===== config.mk =====
export PLATFORM = sky130hd
export DESIGN_NAME = kicker_game
export DESIGN_NICKNAME = d
export VERILOG_FILES = /design/src/source/kicker_pkg.sv /design/src/source/frac_cen.sv /design/src/source/kicker_game.sv /design/src/source/rom_arbiter.sv /design/src/source/rom_dwnld.sv /design/src/source/video_scroll.sv
export SDC_FILE = /design/constraint.sdc
export NUM_CORES = 1
export LEC_CHECK = 0
export ABC_AREA = 1
export BUFFER_PORTS_ARGS = -buffer_cell sky130_fd_sc_hd__buf_2
export CAP_MARGIN = 20
export CORE_MARGIN = 3
export CORE_UTILIZATION = 60
export CTS_BUF_LIST = sky130_fd_sc_hd__clkbuf_4 sky130_fd_sc_hd__clkbuf_8
export DETAILED_ROUTE_END_ITERATION = 6
export GPL_TIMING_DRIVEN = 0
export PLACE_DENSITY = 0.83
export SETUP_SLACK_MARGIN = 0.02
export SYNTH_ARGS = -nofsm -noshare
export SYNTH_HDL_FRONTEND = slang
export SYNTH_SLANG_ARGS = --single-unit

===== constraint.sdc =====
create_clock -name clk -period 7.4 [get_ports clk]
set_input_delay 1.85 -clock clk [delete_from_list [all_inputs] [get_ports clk]]
set_output_delay 1.85 -clock clk [all_outputs]
set_load 0.02 [all_outputs]

===== src/source/kicker_pkg.sv =====
// Shared constants, bus structs and FSM states of the kicker game core, imported by each block
package kicker_pkg;

    // SDRAM byte offsets
    parameter logic [24:0] scr_start  = 25'h08000;  // Scroll tile graphics
    parameter logic [24:0] main_start = 25'h00000;  // Main CPU ROM

    // Video timing, in pixels and lines
    parameter logic [8:0] h_total     = 9'd256;
    parameter logic [8:0] h_visible   = 9'd192;
    parameter logic [8:0] hs_start    = 9'd208;
    parameter logic [8:0] hs_end      = 9'd224;
    parameter logic [8:0] v_total     = 9'd264;
    parameter logic [8:0] v_vis_start = 9'd16;
    parameter logic [8:0] v_vis_end   = 9'd240;
    parameter logic [8:0] vs_start    = 9'd248;
    parameter logic [8:0] vs_end      = 9'd252;

    typedef struct packed {
        logic        req;   // Held until ack
        logic [21:0] addr;  // 16-bit word address
    } sdram_rd_t;

    typedef struct packed {
        logic        ack;   // Request taken, also ends a programming write
        logic        rdy;   // Read data valid
        logic [15:0] data;
    } sdram_rsp_t;

    typedef struct packed {
        logic        we;
        logic [21:0] addr;
        logic [7:0]  data;
        logic [1:0]  mask;  // Active low byte enables
    } prog_t;

    typedef struct packed {
        logic lhbl;  // Low during horizontal blanking
        logic lvbl;  // Low during vertical blanking
        logic hs;
        logic vs;
    } video_sync_t;

    typedef enum logic [1:0] {
        IDLE,
        REQ_LO,
        REQ_HI
    } arb_state_e;

endpackage


===== src/source/frac_cen.sv =====
// Fractional clock-enable generator, n strobes every m clocks plus a half-rate strobe for video
module frac_cen #(
    parameter int n = 16,   // Strobes per period
    parameter int m = 125   // Period in clock cycles
) (
    input  logic clk,
    input  logic rst_n,
    output logic pxl_cen,
    output logic pxl2_cen
);

localparam int aw = $clog2(n + m) + 1;

logic [aw-1:0] acc;
logic [aw-1:0] sum;
logic          over;
logic          half;   // Selects every second pxl_cen

assign sum  = acc + aw'(n);
assign over = sum >= aw'(m);

// Accumulator stays below m, so each window of m cycles overflows exactly n times
always_ff @(posedge clk) begin
    if (!rst_n) begin
        acc      <= '0;
        pxl_cen  <= 1'b0;
        pxl2_cen <= 1'b0;
        half     <= 1'b0;
    end else begin
        acc      <= over ? sum - aw'(m) : sum;
        pxl_cen  <= over;
        pxl2_cen <= over && half;
        if (over) begin
            half <= ~half;
        end
    end
end

endmodule


===== src/source/kicker_game.sv =====
// Top level of the trimmed kicker core, connects enables, ROM download, SDRAM arbiter and video
module kicker_game
    import kicker_pkg::*;
#(
    parameter int swab  = 1,
    parameter int cen_n = 16,    // Pixel clock is cen_n/cen_m of clk
    parameter int cen_m = 125
) (
    input  logic        clk,
    input  logic        rst_n,
    // Video
    output logic        pxl_cen,
    output logic        pxl2_cen,
    output logic [8:0]  h_cnt,
    output logic [8:0]  v_cnt,
    output video_sync_t sync,
    output logic [3:0]  pxl,        // Palette index
    // ROM download
    input  logic        downloading,
    output logic        dwnld_busy,
    input  logic [24:0] ioctl_addr,
    input  logic [7:0]  ioctl_dout,
    input  logic        ioctl_wr,
    output prog_t       prog,
    // Main CPU ROM port
    input  logic        main_cs,
    input  logic [16:0] main_addr,
    output logic [7:0]  main_data,
    output logic        main_ok,
    // SDRAM
    output sdram_rd_t   sdram,
    input  sdram_rsp_t  rsp
);

logic        scr_cs;
logic [12:0] scr_addr;
logic [31:0] scr_data;
logic        scr_ok;

frac_cen #(.n(cen_n), .m(cen_m)) u_cen (
    .clk        ( clk       ),
    .rst_n      ( rst_n     ),
    .pxl_cen    ( pxl_cen   ),
    .pxl2_cen   ( pxl2_cen  )
);

rom_dwnld #(.swab(swab)) u_dwnld (
    .clk        ( clk         ),
    .rst_n      ( rst_n       ),
    .downloading( downloading ),
    .ioctl_addr ( ioctl_addr  ),
    .ioctl_dout ( ioctl_dout  ),
    .ioctl_wr   ( ioctl_wr    ),
    .sdram_ack  ( rsp.ack     ),   // Shared with the read path
    .prog       ( prog        ),
    .dwnld_busy ( dwnld_busy  )
);

rom_arbiter u_rom (
    .clk        ( clk         ),
    .rst_n      ( rst_n       ),
    .downloading( downloading ),
    .scr_cs     ( scr_cs      ),
    .scr_addr   ( scr_addr    ),
    .scr_data   ( scr_data    ),
    .scr_ok     ( scr_ok      ),
    .main_cs    ( main_cs     ),
    .main_addr  ( main_addr   ),
    .main_data  ( main_data   ),
    .main_ok    ( main_ok     ),
    .sdram      ( sdram       ),
    .rsp        ( rsp         )
);

video_scroll u_video (
    .clk        ( clk       ),
    .rst_n      ( rst_n     ),
    .pxl_cen    ( pxl_cen   ),
    .h_cnt      ( h_cnt     ),
    .v_cnt      ( v_cnt     ),
    .sync       ( sync      ),
    .scr_cs     ( scr_cs    ),   // Active through the visible lines
    .scr_addr   ( scr_addr  ),
    .scr_data   ( scr_data  ),
    .scr_ok     ( scr_ok    ),
    .pxl        ( pxl       )
);

endmodule


===== src/source/rom_arbiter.sv =====
// SDRAM read arbiter for the scroll and main ROM slots, each with a one-entry hit cache
module rom_arbiter
    import kicker_pkg::*;
(
    input  logic        clk,
    input  logic        rst_n,
    input  logic        downloading,
    // Slot 0, scroll tiles
    input  logic        scr_cs,
    input  logic [12:0] scr_addr,
    output logic [31:0] scr_data,
    output logic        scr_ok,
    // Slot 1, main CPU ROM
    input  logic        main_cs,
    input  logic [16:0] main_addr,
    output logic [7:0]  main_data,
    output logic        main_ok,
    // SDRAM
    output sdram_rd_t   sdram,
    input  sdram_rsp_t  rsp
);

localparam logic [21:0] scr_base  = scr_start[22:1];
localparam logic [21:0] main_base = main_start[22:1];

arb_state_e  state;
logic        cur_slot;   // Slot being served, 1 for main
logic        req_r;
logic [21:0] addr_r;

logic [12:0] scr_tag;
logic        scr_valid;
logic [31:0] scr_buf;
logic [16:0] main_tag;
logic        main_valid;
logic [15:0] main_word;

logic scr_miss;
logic main_miss;
logic start_scr;
logic start_main;
logic got_data;

assign scr_miss   = scr_cs && !(scr_valid && scr_tag == scr_addr);
assign main_miss  = main_cs && !(main_valid && main_tag == main_addr);
assign start_scr  = state == IDLE && !downloading && scr_miss;
assign start_main = state == IDLE && !downloading && !scr_miss && main_miss;
assign got_data   = state != IDLE && !req_r && rsp.rdy;   // Only after the ack

always_ff @(posedge clk) begin
    if (!rst_n) begin
        state      <= IDLE;
        cur_slot   <= 1'b0;
        req_r      <= 1'b0;
        scr_valid  <= 1'b0;
        main_valid <= 1'b0;
        scr_ok     <= 1'b0;
        main_ok    <= 1'b0;
    end else begin
        scr_ok  <= scr_cs && scr_valid && scr_tag == scr_addr;
        main_ok <= main_cs && main_valid && main_tag == main_addr;
        case (state)
            IDLE: begin
                if (start_scr) begin
                    req_r     <= 1'b1;
                    cur_slot  <= 1'b0;
                    scr_valid <= 1'b0;
                    state     <= REQ_LO;
                end else if (start_main) begin
                    req_r      <= 1'b1;
                    cur_slot   <= 1'b1;
                    main_valid <= 1'b0;
                    state      <= REQ_LO;
                end
            end
            REQ_LO: begin
                if (req_r && rsp.ack) begin
                    req_r <= 1'b0;
                end else if (got_data) begin
                    if (cur_slot) begin
                        main_valid <= 1'b1;
                        state      <= IDLE;
                    end else begin
                        req_r <= 1'b1;   // Upper half of the tile word
                        state <= REQ_HI;
                    end
                end
            end
            REQ_HI: begin
                if (req_r && rsp.ack) begin
                    req_r <= 1'b0;
                end else if (got_data) begin
                    scr_valid <= 1'b1;
                    state     <= IDLE;
                end
            end
            default: state <= IDLE;
        endcase
        if (downloading) begin
            scr_valid  <= 1'b0;   // ROM contents are changing
            main_valid <= 1'b0;
        end
    end
end

always_ff @(posedge clk) begin
    if (start_scr) begin
        scr_tag <= scr_addr;
        addr_r  <= scr_base + {8'd0, scr_addr, 1'b0};
    end
    if (start_main) begin
        main_tag <= main_addr;
        addr_r   <= main_base + {6'd0, main_addr[16:1]};
    end
    if (got_data && state == REQ_LO && !cur_slot) begin
        scr_buf[15:0] <= rsp.data;
        addr_r        <= addr_r + 22'd1;
    end
    if (got_data && state == REQ_LO && cur_slot) begin
        main_word <= rsp.data;
    end
    if (got_data && state == REQ_HI) begin
        scr_buf[31:16] <= rsp.data;
    end
end

assign sdram     = '{req: req_r, addr: addr_r};
assign scr_data  = scr_buf;
assign main_data = main_addr[0] ? main_word[15:8] : main_word[7:0];

endmodule


===== src/source/rom_dwnld.sv =====
// ROM download stage, turns the loader byte stream into SDRAM programming writes
module rom_dwnld
    import kicker_pkg::*;
#(
    parameter int swab = 0   // Swap the byte lane chosen by the address LSB
) (
    input  logic        clk,
    input  logic        rst_n,
    input  logic        downloading,
    input  logic [24:0] ioctl_addr,
    input  logic [7:0]  ioctl_dout,
    input  logic        ioctl_wr,
    input  logic        sdram_ack,
    output prog_t       prog,
    output logic        dwnld_busy
);

localparam logic [24:0] scr_end = scr_start + 25'h04000;   // 16 kB of tiles

logic [21:0] word_addr;
logic [21:0] map_addr;
logic        in_scr;
logic        odd;
logic        wr_in;
logic        we_r;
logic [21:0] addr_r;
logic [7:0]  data_r;
logic [1:0]  mask_r;

assign word_addr = ioctl_addr[22:1];
assign in_scr    = ioctl_addr > scr_start && ioctl_addr < scr_end;
assign odd       = ioctl_addr[0] ^ (swab != 0);
assign wr_in     = downloading && ioctl_wr;

// Scroll tiles are stored with the line LSBs rotated so a tile row is one 32-bit pair
always_comb begin
    map_addr = word_addr;
    if (in_scr) begin
        map_addr[0]   = word_addr[3];
        map_addr[3:1] = word_addr[2:0];
    end
end

always_ff @(posedge clk) begin
    if (!rst_n) begin
        we_r <= 1'b0;
    end else if (wr_in) begin
        we_r <= 1'b1;
    end else if (sdram_ack) begin
        we_r <= 1'b0;   // SDRAM took the write
    end
end

always_ff @(posedge clk) begin
    if (wr_in) begin
        addr_r <= map_addr;
        data_r <= ioctl_dout;
        mask_r <= odd ? 2'b01 : 2'b10;   // Low bit enables the low byte
    end
end

assign prog       = '{we: we_r, addr: addr_r, data: data_r, mask: mask_r};
assign dwnld_busy = downloading;

endmodule


===== src/source/video_scroll.sv =====
// Video timing and scroll layer, fetches one tile row ahead and outputs 4-bit pixel codes
module video_scroll
    import kicker_pkg::*;
(
    input  logic        clk,
    input  logic        rst_n,
    input  logic        pxl_cen,
    output logic [8:0]  h_cnt,
    output logic [8:0]  v_cnt,
    output video_sync_t sync,
    output logic        scr_cs,
    output logic [12:0] scr_addr,
    input  logic [31:0] scr_data,
    input  logic        scr_ok,
    output logic [3:0]  pxl
);

logic [8:0]  h_nxt;
logic [8:0]  v_nxt;
logic [8:0]  fetch_v;
logic [4:0]  fetch_col;
logic        h_wrap;
logic        vis_nxt;
logic        boundary;
logic        fetch_new;   // scr_ok still refers to the previous address
logic [31:0] next_tile;
logic        next_rdy;
logic [31:0] tile_word;
logic        tile_rdy;
logic [31:0] pick_word;
logic        pick_rdy;

assign h_wrap = h_cnt == h_total - 9'd1;
assign h_nxt  = h_wrap ? 9'd0 : h_cnt + 9'd1;

always_comb begin
    v_nxt = v_cnt;
    if (h_wrap) begin
        v_nxt = v_cnt == v_total - 9'd1 ? 9'd0 : v_cnt + 9'd1;
    end
end

assign vis_nxt   = h_nxt < h_visible && v_nxt >= v_vis_start && v_nxt < v_vis_end;
assign boundary  = pxl_cen && h_nxt[2:0] == 3'd0;
assign fetch_col = h_nxt[7:3] + 5'd1;
assign fetch_v   = fetch_col == 5'd0 ? v_nxt + 9'd1 : v_nxt;   // Column 0 of the next line
assign pick_word = h_nxt[2:0] == 3'd0 ? next_tile : tile_word;
assign pick_rdy  = h_nxt[2:0] == 3'd0 ? next_rdy : tile_rdy;

assign sync = '{
    lhbl: h_cnt < h_visible,
    lvbl: v_cnt >= v_vis_start && v_cnt < v_vis_end,
    hs:   h_cnt >= hs_start && h_cnt < hs_end,
    vs:   v_cnt >= vs_start && v_cnt < vs_end
};
assign scr_cs = sync.lvbl;

always_ff @(posedge clk) begin
    if (!rst_n) begin
        h_cnt     <= 9'd0;
        v_cnt     <= 9'd0;
        scr_addr  <= 13'd0;
        fetch_new <= 1'b0;
        next_rdy  <= 1'b0;
        tile_rdy  <= 1'b0;
        pxl       <= 4'd0;
    end else begin
        fetch_new <= 1'b0;
        if (scr_ok && !fetch_new) next_rdy <= 1'b1;
        if (pxl_cen) begin
            h_cnt <= h_nxt;
            v_cnt <= v_nxt;
            pxl   <= vis_nxt && pick_rdy ? pick_word[{h_nxt[2:0], 2'b00} +: 4] : 4'd0;
            if (boundary) begin
                tile_rdy  <= next_rdy;
                next_rdy  <= 1'b0;
                scr_addr  <= {fetch_v[7:3], fetch_col, fetch_v[2:0]};
                fetch_new <= 1'b1;
            end
        end
    end
end

always_ff @(posedge clk) begin
    if (scr_ok && !fetch_new) next_tile <= scr_data;
    if (boundary) tile_word <= next_tile;   // New column starts
end

endmodule

# Word level (Yosys, flattened, before mapping)
# Cells that the tools add are included.
# totals
elab_cells	173
regBits	255
# op_classes
add_sub_neg	8
order_cmp	13
n_reduce_logical	55
bitwise	2
eq_ne	18
mux	46
shifts	1
# ops
op	count
$mux 22	3
$lt 9x8->1 const B	6
$mux 9	4
$mux 32	1
$shiftx 32x6->4	1
$logic_and 1x1->1	30
$gt 25x16->1 const B	1
$lt 25x16->1 const B	1
$add 22x1->22 const B	1
$mux 1	22
$add 9x1->9 const B	2
$ge 9x5->1 const B	2
$ge 9x8->1 const B	2
$eq 17x17->1	1
$add 15x14->16 const A	1
$mux 2	8
$mux 8	2
$eq 13x13->1	1
$ne 2x1->1 const B	6
$reduce_and 5->1	2
$reduce_bool 2->1	5
$add 9x5->9 const B	1
$eq 9x8->1 const B	1
$eq 9x9->1 const B	1
other kinds (23)	38

# Logic depth before layout (Yosys ltp)
# Gate-level depths: netlist of run 1.
# depth
depth_word	10
mapped_depth	19
depth_no_buf	19

# Cells and area by module
# A second synthesis of run 1 with hierarchy kept.
# hier_totals
hier_cells	1213
area_unflattened_um2	11691.2
# modules_own_cells
mod	instances	area_each_um2	cells_each	seq_area_each_um2
rom_arbiter	1	4903.5	484	3163.0
video_scroll	1	4822.1	551	2682.6
rom_dwnld	1	1219.9	79	980.9
frac_cen	1	745.7	99	240.2

# Worst setup path after synthesis of run 1
# OpenSTA, ideal clock, no wires.
# synth_path
path_kind	input to output
start	input main_addr[0]
end	output main_data[0]
cell_stages	4
setup_slack_ps	3231
required_time_ps	5550
n_path_buf	1
t_arrival_ps	2319
cell_sequence	buf_2 inv_2 nand2_1 nand2_1
# synth_via
elab_chain_len	1
# synth_rtl
item	line	rtl
start: declaration	kicker_game.sv:27	input logic [16:0] main_addr,
$mux 8	rom_arbiter.sv:129	assign main_data = main_addr[0] ? main_word[15:8] : main_word[7:0];
end: declaration	kicker_game.sv:28	output logic [7:0] main_data,
# Every way passes these cells.

# Worst setup path in the final report of run 1
# layout_path
start	input main_addr[0]
end	output main_data[7]
# The elaborated chain is that of the path after synthesis.

==> results of run 1 <==
-- final timing paths --
| path | start | end | cells past startpoint |
|---|---|---|---|
| max | main_addr[0] | main_data[7] | 6 |
| min | u_rom.scr_data[8] | u_video.next_tile[8] | 0 |
| max reg2reg | u_video.h_cnt[0] | u_video.scr_addr[8] | 12 |
| min reg2reg | u_rom.scr_data[8] | u_video.next_tile[8] | 0 |
-- metrics by stage --
step                hold WS, ns  cells  util, %
detailed placement        0.405   1519     68.1
finish                    0.407   1597     72.9
global placement          0.401   1518     68.0
floorplan                 0.400   1123        -
global route              0.422   1597     72.9
CTS                       0.419   1595     72.6
-- sequential cells by signal, indices dropped and copies added, names as in the netlist, 13 cells and up --
register / count
u_video.scr_addr: 13
u_video.tile_word: 32
u_video.next_tile: 32
u_dwnld.addr_r: 22
u_rom.scr_tag: 13
u_rom.main_word: 16
u_rom.main_tag: 17
u_rom.scr_data: 32
u_rom.addr_r: 22
-- per-layer routing --
metal / vias to the layer above / global-route usage, % / wire, um / share of wire, %
li1: 4240 / - / - / -
met1: 4054 / 32.5 / 10300 / 39
met2: 452 / 43.3 / 12700 / 48
met3: 59 / 7.54 / 2690 / 10
met4: 0 / 10.6 / 728 / 2.8
met5: - / 0 / 0 / 0
-- where the power goes --
group	internal [mW]	switching, mW	total, mW
Combinational	0.251	0.554	0.805
Sequential	1.71	0.106	1.82
Clock	0.626	0.560	1.19
-- cells in the final DEF, fill, tap and decap left out, types with 11 or more instances in the layout --
| cell | synthesis | layout |
|---|---|---|
| a21oi_1 | 61 | 61 |
| buf_2 | 11 | 177 |
| clkbuf_8 | 0 | 43 |
| clkinv_1 | 2 | 13 |
| clkinv_2 | 1 | 11 |
| dfxtp_1 | 59 | 59 |
| edfxtp_1 | 196 | 196 |
| ha_1 | 11 | 11 |
| inv_1 | 142 | 142 |
| nand2_1 | 259 | 259 |
| nand2_2 | 13 | 13 |
| nand3_1 | 73 | 73 |
| nand4_1 | 16 | 16 |
| nor2_1 | 85 | 83 |
| nor3_1 | 16 | 16 |
| o211ai_1 | 11 | 11 |
| o21ai_0 | 57 | 57 |
| o22ai_1 | 15 | 15 |
| xor2_1 | 15 | 15 |
-- worst register-to-register path, cell delays in order (launching register included) --
cell and delay [ns]:
dfxtp_1 0.42, ha_1 0.25, nand2_2 0.09, nor2_4 0.16
nand3_4 0.18, o21ai_4 0.17, nand2_4 0.14, nor2_4 0.78
inv_2 0.19, nand2_2 0.25, inv_1 0.16, nand2_1 0.09
nand2_1 0.05
-- logic make-up (layout without fill, tap and decap cells) --
logic type / count (synthesis) / after routing / share of synthesized area, %
and+or+nand+nor: 499 / 499 / 20.1
adders and majority gates: 11 / 11 / 1.22
xor gates and xnor gates: 20 / 20 / 1.56
muxes: 4 / 4 / 0.400
DFF: 255 / 255 / 62.7
AOI/OAI and AO/OA: 157 / 157 / 7.70
buffers and inverters: 177 / 422 / 6.27
-- cell type report --
type / count / area [um^2] / area share (%)
Inverter: 151 / 568 / 4.28
Timing Repair Buffer: 169 / 901 / 6.79
Sequential cell: 255 / 7070 / 53.3
Clock buffer: 51 / 652 / 4.91
Multi-Input combinational cell: 691 / 3500 / 26.4
Buffer: 26 / 138 / 1.04
Clock inverter: 25 / 158 / 1.19
Tap cell: 229 / 287 / 2.16
==> impl_metrics.toml, run 1 <==
[status]
status = "finished, final reports clean"

[setup_path]
critical_path_required_ns = 5.55
critPathLaunchType = "input pin"
cp_slowest_cell = "inv_2"
cp_top_family = "buffers and inverters"
cp.buffers_inverters = 4
cp.arrival_ns = 2.74
path_cells = "buf_2 -> buf_2 -> inv_2 -> nand2_1 -> nand2_1 -> buf_2"
r2r_slack_ns = 4.34
end_kind = "output pin"
path_common_cell = "buf_2"
cpPeakStageDelay_ns = 0.26
crit_type = "input pin to output pin"
crit_fanout = 10

[job]
cap_violations = 0

[layout]
antennaDiodeCount = 0
final_cell_area_um2 = 13300
nFillCells = 1278
drive_above_1_share_pct = 22.0
syn2layout_area_growth_pct = 17.8
nets = 1419

[synthesis]
syn_nets = 1207
synth.top_cells.by_area = "edfxtp_1, dfxtp_1, nand2_1"
async_flop_share_pct = 0
syn_avg_cell_area_um2 = 10.0
yosysSeqAreaShare_pct = 62.7
synthCells = 1123
yosysMostFrequentCell = "nand2_1"
synth.top_cell.area_share_pct = 52.3
netlist_area_um2 = 11300
yosys_warnings = 0
ys_ff_latch = 255
synth_top_area_cell = "edfxtp_1"
synthFlopType = "edfxtp_1"
synthTopCellsByCount = "nand2_1, edfxtp_1, inv_1, nor2_1, nand3_1"
synth_cell_types = 48
synth_edf_count = 196

[global_route]
overflow = 0
grtUsageTotal_pct = 26.1
antenna_found_initial = 0
grt_pass1_vias = 8809
grt_start_max_net_pins = 35
grt_pass1_wl_um = 42400

[die]
die_area_um2 = 20500
die_h_um = 143
rows = 49
initial_core_util_pct = 61.8
coreArea_um2 = 18200
chipWidth_um = 143
io_pins = 167

[timing]
hold_viol = 0
worst_pin_slew_ns = 1.00
rsz0062_at_grt = "false"
fin_crit_sh_pct = 62.0
fin_tns_setup_ns = 0
drv_slew = 0
relSlewSlack_pct = 33.0
layout_min_cycle_time_ns = 4.59
setup-violations-final = 0
max_freq_mhz = 218
timing.final.ws_setup_ns = 2.81
skew_ns = 0.0305

[clock_tree]
cts_resized = 0
cts_tree = "built"
clk_latency_ns = 0.56
clockBufferDepth = 3
cts_max_level = 2
cts_hold_buf = 0
postCtsSetupRepairBufs = 0
clkSlewWorstSetupHoldPaths_ns = 0.06
cts_sinks = 255
clock_tree.root_cell = "clkbuf_8"
cts-buffers-inserted = 41

[detailed_routing]
vias = 8805
routed_wirelength_um = 26400
first_pass_iters = 5
ant_nets = 0
via_per_inst = 5.51
wl_per_cell_um = 16.5
drt_iter0_drc = 769
drc = 0

[place]
placed_area_um2 = 12400
post-dp-hpwl_um = 18800
portBuffers = 166
place_worst_setup_slack_ns = 2.43
place.gp.congestion = 0.910

[power_and_ir_drop]
total_power_mw = 3.81
p_per_area_nw_per_um2 = 287
power.leakage_nw = 5.65
ir_drop_uv = 228

[hold_path]
hold_path.class = "flip-flop to flip-flop"
No activity file was read; power rests on OpenSTA's default activity.
==> run 2, diff against run 1 <==
--- a/config.mk
+++ b/config.mk
@@ -5,15 +5,15 @@
 export SDC_FILE = /design/constraint.sdc
 export NUM_CORES = 1
 export LEC_CHECK = 0
-export ABC_AREA = 1
+export ABC_AREA = 0
 export BUFFER_PORTS_ARGS = -buffer_cell sky130_fd_sc_hd__buf_2
 export CAP_MARGIN = 20
 export CORE_MARGIN = 3
-export CORE_UTILIZATION = 60
+export CORE_UTILIZATION = 53
 export CTS_BUF_LIST = sky130_fd_sc_hd__clkbuf_4 sky130_fd_sc_hd__clkbuf_8
 export DETAILED_ROUTE_END_ITERATION = 6
 export GPL_TIMING_DRIVEN = 0
-export PLACE_DENSITY = 0.83
+export PLACE_DENSITY = 0.78
 export SETUP_SLACK_MARGIN = 0.02
 export SYNTH_ARGS = -nofsm -noshare
 export SYNTH_HDL_FRONTEND = slang
==> constraint.sdc (replaced) <==
create_clock -name clk -period 4.15 [get_ports clk]
set_input_delay 1.0375 -clock clk [delete_from_list [all_inputs] [get_ports clk]]
set_output_delay 1.0375 -clock clk [all_outputs]
set_load 0.02 [all_outputs]
==> impl_metrics.toml, run 2 <==
[status]
status = "finished, final reports clean"

[synthesis]
synth_fa_ha_area_share_pct = 1.29
yosys.area_share.simple_pct = 12.6
synth.top_cell.area_share_pct = 54.9
async_flop_share_pct = 0
synth_top_family_by_area = "simple AND/OR/NAND/NOR gates"
ys_ff_latch = 254
synthTopCellsByCount = "edfxtp_1, nand2_1, xnor2_1, nor2_1, dfxtp_1"
synth_xor_area_share_pct = 6.89
yosysSeqAreaShare_pct = 66.0
synthFlopType = "edfxtp_1"
synth-compound-area-share_pct = 5.97
yosysMostFrequentCell = "edfxtp_1"
synthMuxAreaShare_pct = 4.76
synth_cell_types = 68
syn_avg_cell_area_um2 = 13.1
synthCells = 817
yosys_warnings = 0
synth_edf_count = 195
synth_top_area_cell = "edfxtp_1"
syn_nets = 901
synth.top_cells.by_area = "edfxtp_1, dfxtp_1, xnor2_1"
netlist_area_um2 = 10700

[clock_tree]
cts_hold_buf = 0
cts_tree = "built"
clockBufferDepth = 3
clock_tree.root_cell = "clkbuf_8"
cts_max_level = 2
clk_latency_ns = 0.55
cts_resized = 1
cts_sinks = 254
clkSlewWorstSetupHoldPaths_ns = 0.07
postCtsSetupRepairBufs = 0
cts-buffers-inserted = 41

[power_and_ir_drop]
power.share.sequential_pct = 49.3
clockPowerShare_pct = 38.9
p_sw_share_pct = 25.4
p_per_area_nw_per_um2 = 466
combPwrFrac_pct = 11.9
switchingPower_mw = 1.51
ir_drop_uv = 303
intPower_mw = 4.45
power.leakage_nw = 4.77

[layout]
final_cell_mix = "edfxtp_1, buf_2, nand2_1"
syn2layout_area_growth_pct = 20.0
nets = 1112
drive_above_1_share_pct = 27.3
final_cell_area_um2 = 12800
antennaDiodeCount = 0
layout_commonest_cell = "edfxtp_1"

[global_route]
antenna_found_initial = 1
grt_start_max_net_pins = 41
overflow = 0
grt_pass1_wl_um = 36500
grt_pass1_vias = 7085
grtUsageTotal_pct = 20.8

[timing]
drv_slew = 0
fin_tns_setup_ns = 0
rsz0062_at_grt = "false"
skew_ns = 0.0121
setup-violations-final = 0
worst_pin_slew_ns = 1.02
hold_viol = 0
fin_crit_sh_pct = 90.0
layout_min_cycle_time_ns = 3.74
relSlewSlack_pct = 31.6
max_freq_mhz = 268

[detailed_routing]
drc = 0
routed_wirelength_um = 22500
drt_iter0_drc = 483
ant_nets = 0
via_per_inst = 5.43
wl_met3_um = 2120
drt-met1-wl_um = 9440
routed-wl-met2_um = 10600
vias = 7184
first_pass_iters = 5
highest_layer = "met5"
wl_per_cell_um = 17.0

[setup_path]
path_cells = "buf_2 -> clkbuf_1 -> xor2_1 -> nor4_1 -> nand4_1 -> nand4_1 -> buf_2 -> buf_1 -> nand3_2 -> o21a_1"
cpPeakStageDelay_ns = 0.65
crit_fanout = 23
cp.arrival_ns = 4.18
critPathLaunchType = "input pin"
r2r_slack_ns = 0.53
end_kind = "flip-flop"
crit_type = "input pin to flip-flop"
critical_path_required_ns = 4.60
cp_slowest_cell = "nand3_2"

[die]
die_area_um2 = 21900
coreArea_um2 = 19600
rows = 51
die_h_um = 148
io_pins = 167
initial_core_util_pct = 54.4
chipWidth_um = 148

[place]
place.gp.congestion = 0.899
post-dp-hpwl_um = 15800
placed_area_um2 = 11900
portBuffers = 165

[hold_path]
hold_path.class = "flip-flop to flip-flop"

[job]
cap_violations = 0
==> run 2: per-stage QoR <==
step | power, mW | std cells | worst slack (ns) | utilization [%] | hold slack [ns]
after CTS | 6.01 | 1324 | 0.367 | 65.3 | 0.418
after global placement | 3.67 | 1247 | -0.601 | 60.3 | 0.401
after floorplan | 3.45 | 817 | 0.469 | - | 0.400
after global routing | 6.23 | 1324 | 0.0927 | 65.3 | 0.418
after detailed placement | 3.69 | 1250 | -0.579 | 60.7 | 0.405
final | 5.96 | 1324 | 0.415 | 65.3 | 0.416
==> run 2: power groups by stage <==
stage	clock network, mW	logic [mW]	registers [mW]
after floorplan	0	0.403	3.05
after global placement	0	0.684	2.99
after detailed placement	0	0.704	2.99
after CTS	2.37	0.707	2.94
after global routing	2.50	0.779	2.95
final	2.32	0.707	2.94
==> run 2: logic make-up after synthesis <==
family	Yosys count
buffers and inverters	58
XOR/XNOR	83
multiplexers	44
adder cells (fa/ha/maj)	11
AO/OA/AOI/OAI	97
flip-flops	254
AND/OR/NAND/NOR	270
==> run 2: final cells by class <==
cell class	count	area, um^2
fillers	1465	6800
flip-flops and latches	254	7040
multi-input cells	505	3380
clock inverters	22	224
clock buffers	52	672
well taps	265	332
plain buffers	37	186
repair buffers	168	883
inverters	21	78.8
==> run 2: worst paths after layout <==
kind,from,endpoint,cells past startpoint
setup / recovery,main_addr[0],u_rom.req_r,10
hold reg to reg,u_rom.scr_data[3],u_video.next_tile[3],0
setup reg to reg,u_video.v_cnt[6],u_rom.req_r,9
hold / removal,u_rom.scr_data[3],u_video.next_tile[3],0
==> run 2: worst max-delay path: cells and delay by family <==
| family | cells | cell delay, ns |
|---|---|---|
| xor+xnor | 1 | 0.14 |
| compound gates | 1 | 0.36 |
| buf+inv | 4 | 1.42 |
| simple gates | 4 | 1.22 |
==> run 2: metal layers <==
metal / global-route usage, % / up-vias
li1: - / 3427
met1: 28.7 / 3416
met2: 32.4 / 303
met3: 6.13 / 36
met4: 6.47 / 2
met5: 0 / -
